==> config.mk <==
export PLATFORM = sky130hd
export DESIGN_NAME = coreDecodeTop
export DESIGN_NICKNAME = d
export VERILOG_FILES = /design/src/cpuPkg.sv /design/src/ctrlGen.sv /design/src/regFile.sv /design/src/writeTracker.sv /design/src/decodeStage.sv /design/src/aluStage.sv /design/src/coreDecodeTop.sv
export SDC_FILE = /design/constraint.sdc
export NUM_CORES = 2
export LEC_CHECK = 0
export BUFFER_PORTS_ARGS = -buffer_cell sky130_fd_sc_hd__buf_4
export CAP_MARGIN = 0
export CORE_ASPECT_RATIO = 0.9
export CORE_MARGIN = 2
export CORE_UTILIZATION = 40
export CTS_CLUSTER_SIZE = 30
export DETAILED_ROUTE_END_ITERATION = 16
export PLACE_DENSITY = 0.55
export RECOVER_POWER = 50
export SYNTH_ARGS = -nofsm -noshare
export SYNTH_HDL_FRONTEND = slang
export SYNTH_HIERARCHICAL = 1
export SYNTH_SLANG_ARGS = --single-unit
==> constraint.sdc <==
create_clock -name clk_i -period 32.9 [get_ports clk_i]
set_input_delay 0 -clock clk_i [delete_from_list [all_inputs] [get_ports clk_i]]
set_output_delay 0 -clock clk_i [all_outputs]
set_load 0.05 [all_outputs]
==> src/cpuPkg.sv <==
package cpuPkg;

    localparam int XLEN = 32;

    // widths with a meaning of their own
    typedef logic [XLEN-1:0] word_t;
    typedef logic [31:0]     inst_t;
    typedef logic [4:0]      regAddr_t;

    // ALU operations, shifts take the low 5 bits of operand B
    typedef enum logic [3:0] {
        aluAdd,
        aluSub,
        aluSll,
        aluSlt,
        aluSltu,
        aluXor,
        aluSrl,
        aluSra,
        aluOr,
        aluAnd,
        aluPassB
    } aluOp_e;

    // operand A source
    typedef enum logic [1:0] {
        srcARs1,
        srcAPc,
        srcAZero
    } srcA_e;

    // operand B source
    typedef enum logic {
        srcBRs2,
        srcBImm
    } srcB_e;

    // everything the ALU stage needs for one instruction
    typedef struct packed {
        aluOp_e   aluOp;
        srcA_e    srcA;
        srcB_e    srcB;
        word_t    imm;
        word_t    pc;
        word_t    rs1Data;
        word_t    rs2Data;
        regAddr_t rd;
        logic     regWr;
    } decodedOp_t;

    // one writeback to the register file
    typedef struct packed {
        regAddr_t rd;
        word_t    data;
    } wbResult_t;

    // RV32I major opcodes handled by this core
    localparam logic [6:0] opcOp    = 7'b0110011;
    localparam logic [6:0] opcOpImm = 7'b0010011;
    localparam logic [6:0] opcLui   = 7'b0110111;
    localparam logic [6:0] opcAuipc = 7'b0010111;

endpackage

==> src/ctrlGen.sv <==
`timescale 1ns/1ps

module ctrlGen (
    input  cpuPkg::inst_t      inst_i,
    output cpuPkg::decodedOp_t op_o
);
    import cpuPkg::*;

    logic [6:0] opcode;
    logic [2:0] funct3;
    logic       funct7b5;
    regAddr_t   rd;
    word_t      immI;
    word_t      immU;
    aluOp_e     aluFn;

    // instruction fields
    assign opcode   = inst_i[6:0];
    assign funct3   = inst_i[14:12];
    assign funct7b5 = inst_i[30];
    assign rd       = inst_i[11:7];

    // sign extended 12-bit immediate
    assign immI = {{20{inst_i[31]}}, inst_i[31:20]};
    // upper immediate, low 12 bits zero
    assign immU = {inst_i[31:12], 12'b0};

    // funct3 mapping common to OP and OP-IMM
    // bit 30 picks arithmetic right shift in both formats
    always_comb begin
        case (funct3)
            3'b000: begin
                aluFn = aluAdd;
            end
            3'b001: begin
                aluFn = aluSll;
            end
            3'b010: begin
                aluFn = aluSlt;
            end
            3'b011: begin
                aluFn = aluSltu;
            end
            3'b100: begin
                aluFn = aluXor;
            end
            3'b101: begin
                aluFn = funct7b5 ? aluSra : aluSrl;
            end
            3'b110: begin
                aluFn = aluOr;
            end
            default: begin
                aluFn = aluAnd;
            end
        endcase
    end

    always_comb begin
        // pc and operand data are filled in by the decode stage
        op_o       = '0;
        op_o.aluOp = aluAdd;
        op_o.srcA  = srcAZero;
        op_o.srcB  = srcBImm;
        op_o.rd    = rd;

        case (opcode)
            opcOp: begin
                // only register-register add has a sub variant
                op_o.aluOp = (funct3 == 3'b000 && funct7b5) ? aluSub : aluFn;
                op_o.srcA  = srcARs1;
                op_o.srcB  = srcBRs2;
                op_o.regWr = 1'b1;
            end
            opcOpImm: begin
                op_o.aluOp = aluFn;
                op_o.srcA  = srcARs1;
                op_o.srcB  = srcBImm;
                op_o.imm   = immI;
                op_o.regWr = 1'b1;
            end
            opcLui: begin
                op_o.aluOp = aluPassB;
                op_o.imm   = immU;
                op_o.regWr = 1'b1;
            end
            opcAuipc: begin
                op_o.aluOp = aluAdd;
                op_o.srcA  = srcAPc;
                op_o.imm   = immU;
                op_o.regWr = 1'b1;
            end
            default: begin
                // unsupported opcode travels on as a bubble
                op_o.regWr = 1'b0;
            end
        endcase

        // writes to x0 are dropped here
        if (rd == '0) begin
            op_o.regWr = 1'b0;
        end
    end

endmodule

==> src/regFile.sv <==
`timescale 1ns/1ps

module regFile (
    input  logic             clk_i,
    input  logic             arstN_i,
    input  cpuPkg::regAddr_t rs1Addr_i,
    input  cpuPkg::regAddr_t rs2Addr_i,
    output cpuPkg::word_t    rs1Data_o,
    output cpuPkg::word_t    rs2Data_o,
    input  logic             wrEn_i,
    input  cpuPkg::regAddr_t wrAddr_i,
    input  cpuPkg::word_t    wrData_i
);
    import cpuPkg::*;

    // x0 has no storage
    word_t regs [1:31];

    always_ff @(posedge clk_i or negedge arstN_i) begin
        if (!arstN_i) begin
            for (int i = 1; i < 32; i++) begin
                regs[i] <= '0;
            end
        end else if (wrEn_i && wrAddr_i != '0) begin
            regs[wrAddr_i] <= wrData_i;
        end
    end

    // reads see the value before this cycle's write
    assign rs1Data_o = (rs1Addr_i == '0) ? '0 : regs[rs1Addr_i];
    assign rs2Data_o = (rs2Addr_i == '0) ? '0 : regs[rs2Addr_i];

endmodule

==> src/writeTracker.sv <==
`timescale 1ns/1ps

module writeTracker #(
    parameter int TRACK_DEPTH = 4
) (
    input  logic             clk_i,
    input  logic             arstN_i,
    input  logic             push_i,
    input  cpuPkg::regAddr_t pushRd_i,
    input  logic             pop_i,
    input  cpuPkg::regAddr_t rs1_i,
    input  cpuPkg::regAddr_t rs2_i,
    output logic             raw_o,
    output logic             full_o
);
    import cpuPkg::*;

    localparam int PtrW = (TRACK_DEPTH > 1) ? $clog2(TRACK_DEPTH) : 1;
    localparam int CntW = $clog2(TRACK_DEPTH + 1);

    regAddr_t            rdQ [TRACK_DEPTH];
    logic [TRACK_DEPTH-1:0] vld;
    logic [PtrW-1:0]     wrPtr;
    logic [PtrW-1:0]     rdPtr;
    logic [CntW-1:0]     count;

    // pointers wrap explicitly so any depth works
    function automatic logic [PtrW-1:0] nextPtr(input logic [PtrW-1:0] ptr);
        return (ptr == PtrW'(TRACK_DEPTH - 1)) ? '0 : ptr + 1'b1;
    endfunction

    always_ff @(posedge clk_i or negedge arstN_i) begin
        if (!arstN_i) begin
            vld   <= '0;
            wrPtr <= '0;
            rdPtr <= '0;
            count <= '0;
        end else begin
            if (push_i) begin
                vld[wrPtr] <= 1'b1;
                wrPtr      <= nextPtr(wrPtr);
            end
            // completion is in issue order, oldest entry retires
            if (pop_i) begin
                vld[rdPtr] <= 1'b0;
                rdPtr      <= nextPtr(rdPtr);
            end
            if (push_i && !pop_i) begin
                count <= count + 1'b1;
            end else if (pop_i && !push_i) begin
                count <= count - 1'b1;
            end
        end
    end

    // destination payload
    always_ff @(posedge clk_i) begin
        if (push_i) begin
            rdQ[wrPtr] <= pushRd_i;
        end
    end

    always_comb begin
        raw_o = 1'b0;
        for (int i = 0; i < TRACK_DEPTH; i++) begin
            if (vld[i] && rdQ[i] != '0 && (rdQ[i] == rs1_i || rdQ[i] == rs2_i)) begin
                raw_o = 1'b1;
            end
        end
    end

    assign full_o = (count == CntW'(TRACK_DEPTH));

endmodule

==> src/decodeStage.sv <==
`timescale 1ns/1ps

module decodeStage (
    input  logic               clk_i,
    input  logic               arstN_i,
    // fetch side
    input  logic               ifValid_i,
    input  cpuPkg::inst_t      ifInst_i,
    input  cpuPkg::word_t      ifPc_i,
    output logic               ifReady_o,
    // register file reads
    output cpuPkg::regAddr_t   rs1Addr_o,
    output cpuPkg::regAddr_t   rs2Addr_o,
    input  cpuPkg::word_t      rs1Data_i,
    input  cpuPkg::word_t      rs2Data_i,
    // write tracker
    input  logic               raw_i,
    input  logic               full_i,
    output logic               trackPush_o,
    output cpuPkg::regAddr_t   trackRd_o,
    // ALU side
    output logic               idValid_o,
    output cpuPkg::decodedOp_t idOp_o,
    input  logic               exReady_i
);
    import cpuPkg::*;

    logic       idValid;
    decodedOp_t idOp;
    decodedOp_t ctrlOp;
    decodedOp_t decOp;
    logic       accept;

    ctrlGen uCtrlGen (
        .inst_i (ifInst_i),
        .op_o   (ctrlOp)
    );

    // source fields go straight to the register file and tracker
    assign rs1Addr_o = ifInst_i[19:15];
    assign rs2Addr_o = ifInst_i[24:20];

    // merge control with pc and operand values
    always_comb begin
        decOp         = ctrlOp;
        decOp.pc      = ifPc_i;
        decOp.rs1Data = rs1Data_i;
        decOp.rs2Data = rs2Data_i;
    end

    // stage empty or being drained, and no hazard pending
    assign ifReady_o = (!idValid || exReady_i) && !raw_i && !full_i;
    assign accept    = ifValid_i && ifReady_o;

    // only writing instructions are tracked, x0 already cleared in ctrlGen
    assign trackPush_o = accept && decOp.regWr;
    assign trackRd_o   = decOp.rd;

    always_ff @(posedge clk_i or negedge arstN_i) begin
        if (!arstN_i) begin
            idValid <= 1'b0;
        end else if (accept) begin
            idValid <= 1'b1;
        end else if (exReady_i) begin
            idValid <= 1'b0;
        end
    end

    // pipeline register, held while the ALU stalls
    always_ff @(posedge clk_i) begin
        if (accept) begin
            idOp <= decOp;
        end
    end

    assign idValid_o = idValid;
    assign idOp_o    = idOp;

endmodule

==> src/aluStage.sv <==
`timescale 1ns/1ps

module aluStage (
    input  logic               clk_i,
    input  logic               arstN_i,
    input  logic               idValid_i,
    input  cpuPkg::decodedOp_t idOp_i,
    output logic               exReady_o,
    output logic               wbValid_o,
    output cpuPkg::wbResult_t  wbResult_o,
    input  logic               wbReady_i
);
    import cpuPkg::*;

    word_t     opA;
    word_t     opB;
    word_t     aluOut;
    logic [4:0] shamt;
    logic      accept;
    logic      wbValid;
    wbResult_t wbResult;

    // operand muxes
    always_comb begin
        case (idOp_i.srcA)
            srcARs1: opA = idOp_i.rs1Data;
            srcAPc:  opA = idOp_i.pc;
            default: opA = '0;
        endcase
        opB = (idOp_i.srcB == srcBRs2) ? idOp_i.rs2Data : idOp_i.imm;
    end

    assign shamt = opB[4:0];

    always_comb begin
        case (idOp_i.aluOp)
            aluAdd:   aluOut = opA + opB;
            aluSub:   aluOut = opA - opB;
            aluSll:   aluOut = opA << shamt;
            aluSlt:   aluOut = word_t'($signed(opA) < $signed(opB));
            aluSltu:  aluOut = word_t'(opA < opB);
            aluXor:   aluOut = opA ^ opB;
            aluSrl:   aluOut = opA >> shamt;
            aluSra:   aluOut = word_t'($signed(opA) >>> shamt);
            aluOr:    aluOut = opA | opB;
            aluAnd:   aluOut = opA & opB;
            default:  aluOut = opB;
        endcase
    end

    // result register empty or draining this cycle
    assign exReady_o = !wbValid || wbReady_i;
    assign accept    = idValid_i && exReady_o;

    // bubbles are taken and never show up as a writeback
    always_ff @(posedge clk_i or negedge arstN_i) begin
        if (!arstN_i) begin
            wbValid <= 1'b0;
        end else if (accept) begin
            wbValid <= idOp_i.regWr;
        end else if (wbReady_i) begin
            wbValid <= 1'b0;
        end
    end

    always_ff @(posedge clk_i) begin
        if (accept && idOp_i.regWr) begin
            wbResult.rd   <= idOp_i.rd;
            wbResult.data <= aluOut;
        end
    end

    assign wbValid_o  = wbValid;
    assign wbResult_o = wbResult;

endmodule

==> src/coreDecodeTop.sv <==
`timescale 1ns/1ps

module coreDecodeTop #(
    parameter int TRACK_DEPTH = 4
) (
    input  logic              clk_i,
    input  logic              arstN_i,
    input  logic              ifValid_i,
    input  cpuPkg::inst_t     ifInst_i,
    input  cpuPkg::word_t     ifPc_i,
    output logic              ifReady_o,
    output logic              wbValid_o,
    output cpuPkg::wbResult_t wbResult_o,
    input  logic              wbReady_i
);
    import cpuPkg::*;

    regAddr_t   rs1Addr;
    regAddr_t   rs2Addr;
    word_t      rs1Data;
    word_t      rs2Data;
    logic       raw;
    logic       full;
    logic       trackPush;
    regAddr_t   trackRd;
    logic       idValid;
    decodedOp_t idOp;
    logic       exReady;
    logic       wbFire;

    // commit and tracker retire happen on the same handshake
    assign wbFire = wbValid_o && wbReady_i;

    decodeStage uDecode (
        .clk_i       (clk_i),
        .arstN_i     (arstN_i),
        .ifValid_i   (ifValid_i),
        .ifInst_i    (ifInst_i),
        .ifPc_i      (ifPc_i),
        .ifReady_o   (ifReady_o),
        .rs1Addr_o   (rs1Addr),
        .rs2Addr_o   (rs2Addr),
        .rs1Data_i   (rs1Data),
        .rs2Data_i   (rs2Data),
        .raw_i       (raw),
        .full_i      (full),
        .trackPush_o (trackPush),
        .trackRd_o   (trackRd),
        .idValid_o   (idValid),
        .idOp_o      (idOp),
        .exReady_i   (exReady)
    );

    regFile uRegFile (
        .clk_i     (clk_i),
        .arstN_i   (arstN_i),
        .rs1Addr_i (rs1Addr),
        .rs2Addr_i (rs2Addr),
        .rs1Data_o (rs1Data),
        .rs2Data_o (rs2Data),
        .wrEn_i    (wbFire),
        .wrAddr_i  (wbResult_o.rd),
        .wrData_i  (wbResult_o.data)
    );

    writeTracker #(
        .TRACK_DEPTH (TRACK_DEPTH)
    ) uTracker (
        .clk_i    (clk_i),
        .arstN_i  (arstN_i),
        .push_i   (trackPush),
        .pushRd_i (trackRd),
        .pop_i    (wbFire),
        .rs1_i    (rs1Addr),
        .rs2_i    (rs2Addr),
        .raw_o    (raw),
        .full_o   (full)
    );

    aluStage uAlu (
        .clk_i      (clk_i),
        .arstN_i    (arstN_i),
        .idValid_i  (idValid),
        .idOp_i     (idOp),
        .exReady_o  (exReady),
        .wbValid_o  (wbValid_o),
        .wbResult_o (wbResult_o),
        .wbReady_i  (wbReady_i)
    );

endmodule

==> impl_metrics.py <==
metrics = {
    "worst_setup_path": {
        "start_kind": "input pin",
        "cp_top_family": "buffers and inverters",
        "critPathCaptureType": "asynchronous set/reset pin",
        "cp.required_ns": 31.73,
        "reg2reg_slack_ns": 27.31,
        "cp_max_fo": 162,
        "path_cells": "dlygate4sd3_1 > dlygate4sd3_1 > clkbuf_1 > clkbuf_1 > clkbuf_1",
        "r2r_cells": 17,
        "crit_buf_inv": 5,
        "reg2reg_from": "uDecode/idOp_o[134]$_DFFE_PP_",
        "crit_type": "input pin to asynchronous set/reset pin",
        "path_common_cell": "clkbuf_1",
        "r2r-end": "uAlu/wbResult_o[28]$_DFFE_PP_",
        "worst_path_max_delay_cell": "clkbuf_1",
        "cp.arrival_ns": 14.17,
        "cpPeakStageDelay_ns": 6.18,
    },
    "flow_run": {
        "cap_violations": 43,
    },
    "clock_network": {
        "clock-sinks": 1203,
        "cts_buffers": 135,
        "ctsHoldBuffers": 109,
        "clkSlewWorstSetupHoldPaths_ns": 0.06,
        "htreeDepth": 4,
        "cts_setup_buffers": 0,
        "clk_path_buf_depth": 3,
        "cts_tree": "built",
        "worstSkewPairLatency_ns": 0.81,
        "root_buffer": "clkbuf_16",
        "cts_resized": 0,
    },
    "yosys": {
        "syn-instance-count": 5569,
        "avgSynthCellArea_sq_um": 12.7,
        "syn-num-nets": 5746,
        "syn-cell-area_sq_um": 70900,
        "yosysWarnings": 6,
    },
    "floorplanning": {
        "fp.coreArea_sq_um": 176000,
        "io_pins": 107,
        "die_w_microns": 448,
        "die_h_microns": 403,
        "start_util": 0.403,
        "die_area_sq_um": 181000,
        "rows": 146,
    },
    "finish": {
        "layout_commonest_cell": "mux2_2",
        "stdcell_area_sq_um": 78500,
        "layout_common_cells": "1,066 x mux2_2, 1,005 x dfrtp_1, 384 x mux4_2",
        "area_growth_syn_to_layout_pct": 10.7,
        "fin_nets": 5694,
        "drive_gt1_frac": 0.339,
        "final_cells": 7994,
        "final_util": 0.446,
    },
    "sta": {
        "tightest_slew_ns": 8.88,
        "hold_viol_final": 0,
        "tns_ns": 0,
        "setup_viol": 0,
        "relSlewSlack": -4.92,
        "holdWs_ns": 0.113,
        "worst_slack_ns": 17.57,
        "max_freq_ghz": 0.0652,
        "min_period_ns": 15.33,
        "rsz0062_at_grt": "false",
        "period_share": 0.466,
        "clock_skew_ns": 0.0446,
        "maxSlewViolCount": 1930,
    },
    "pwr": {
        "peakVddDrop_mv": 0.0466,
        "leakagePower_nw": 34.0,
        "power.density_nw_per_um2": 65.3,
        "design_power_total_mw": 5.12,
    },
    "place": {
        "place_inst": 7639,
        "port_buffers": 106,
        "dp_hpwl_mm": 159,
        "place_ws_ns": 27.49,
        "gp_congestion": 0.992,
        "placed_area_sq_um": 73400,
    },
    "drt": {
        "num_vias": 50700,
        "drc": 0,
        "routedWlPerCell_microns": 32.7,
        "drt-total-wl_mm": 262,
        "viasPerCell": 6.34,
        "drt_iter0_drc": 5218,
        "antenna_left": 0,
        "dr.pass1.iters": 6,
    },
    "global_route": {
        "grt_max_degree": 163,
        "grt_use_total": 0.286,
        "grt_pass1_vias": 50400,
        "grt_overflow": 0,
        "antenna_found_initial": 10,
        "grt_pass1_wl_mm": 374,
    },
    "min_path": {
        "hold_start": "ifInst_i[19]",
        "hold-path-cell-count": 4,
        "hold_class": "input pin to flip-flop",
        "min_to": "uDecode/idOp_o[68]$_DFFE_PP_",
    },
    "run_status": {
        "outcome": "complete, but fails checks",
        "violations": "capacitance limit, slew limit",
    },
}
==> power breakdown <==
part | switching [mW] | internal [mW] | total, mW
clock network | 0.660 | 0.854 | 1.51
logic | 0.756 | 0.664 | 1.42
registers | 0.295 | 1.90 | 2.19
total | 1.71 | 3.41 | 5.12
==> area by class of cell <==
cell class                 instances  area, sq um
inverter                         105          397
antenna                            2         5.00
sequential                      1203        31100
tap                             2368         2960
clock buffer                     205         3960
multi-input combinational       3722        36900
clock inverter                    39          405
fill                           16200        97600
timing repair buffer             350         2760
==> layer usage <==
| layer | vias up | wire, microns | part of all wire | GRT usage |
|---|---|---|---|---|
| met5 | - | 62 | 0.00024 | 0 |
| met3 | 496 | 19600 | 0.075 | 0.0576 |
| met4 | 8 | 10900 | 0.042 | 0.113 |
| met1 | 26900 | 113000 | 0.43 | 0.400 |
| met2 | 2107 | 118000 | 0.45 | 0.436 |
| li1 | 21100 | - | - | - |
==> worst reg2reg max path: stages, from the launching register on <==
cell	delay [ns]
edfxtp_1	0.35
buf_4	0.33
mux2i_4	0.28
buf_4	0.30
inv_4	0.50
ha_1	0.31
inv_1	0.07
fa_1	0.44
nor3_1	0.20
nor3_1	0.11
o21ai_1	0.24
a31o_2	0.30
a31oi_1	0.19
o41ai_1	0.88
o21ai_1	0.28
o31a_1	0.31
xnor2_1	0.14
o211ai_1	0.09
==> sequential cells by signal, indices dropped and copies added, names as in the netlist, 2 cells and up <==
name             count
uTracker/rdPtr       2
uRegFile/regs      992
uAlu/wbResult_o     37
uTracker/rdQ        20
uTracker/vld         4
uTracker/count       3
uTracker/wrPtr       2
uDecode/idOp_o     141
==> how the worst max path moves through the flow <==
stage / startpoint / to / slack, ns / depth (start not counted)
after detailed placement: uDecode/idOp_o[134]$_DFFE_PP_ / uAlu/wbResult_o[28]$_DFFE_PP_ / 27.49 / 17
after floorplan: uTracker/rdQ[2][0]$_DFFE_PP_ / uDecode/idOp_o[0]$_DFFE_PP_ / 21.21 / 4
after global routing: arstN_i / uRegFile/regs[258]$_DFFE_PN0P_ / 14.48 / 5
after CTS: uDecode/idOp_o[134]$_DFFE_PP_ / uAlu/wbResult_o[28]$_DFFE_PP_ / 27.47 / 17
after global placement: uDecode/idOp_o[134]$_DFFE_PP_ / uAlu/wbResult_o[22]$_DFFE_PP_ / 27.45 / 17
final: arstN_i / uRegFile/regs[418]$_DFFE_PN0P_ / 17.57 / 5
Power figures use the tool's default switching activity.
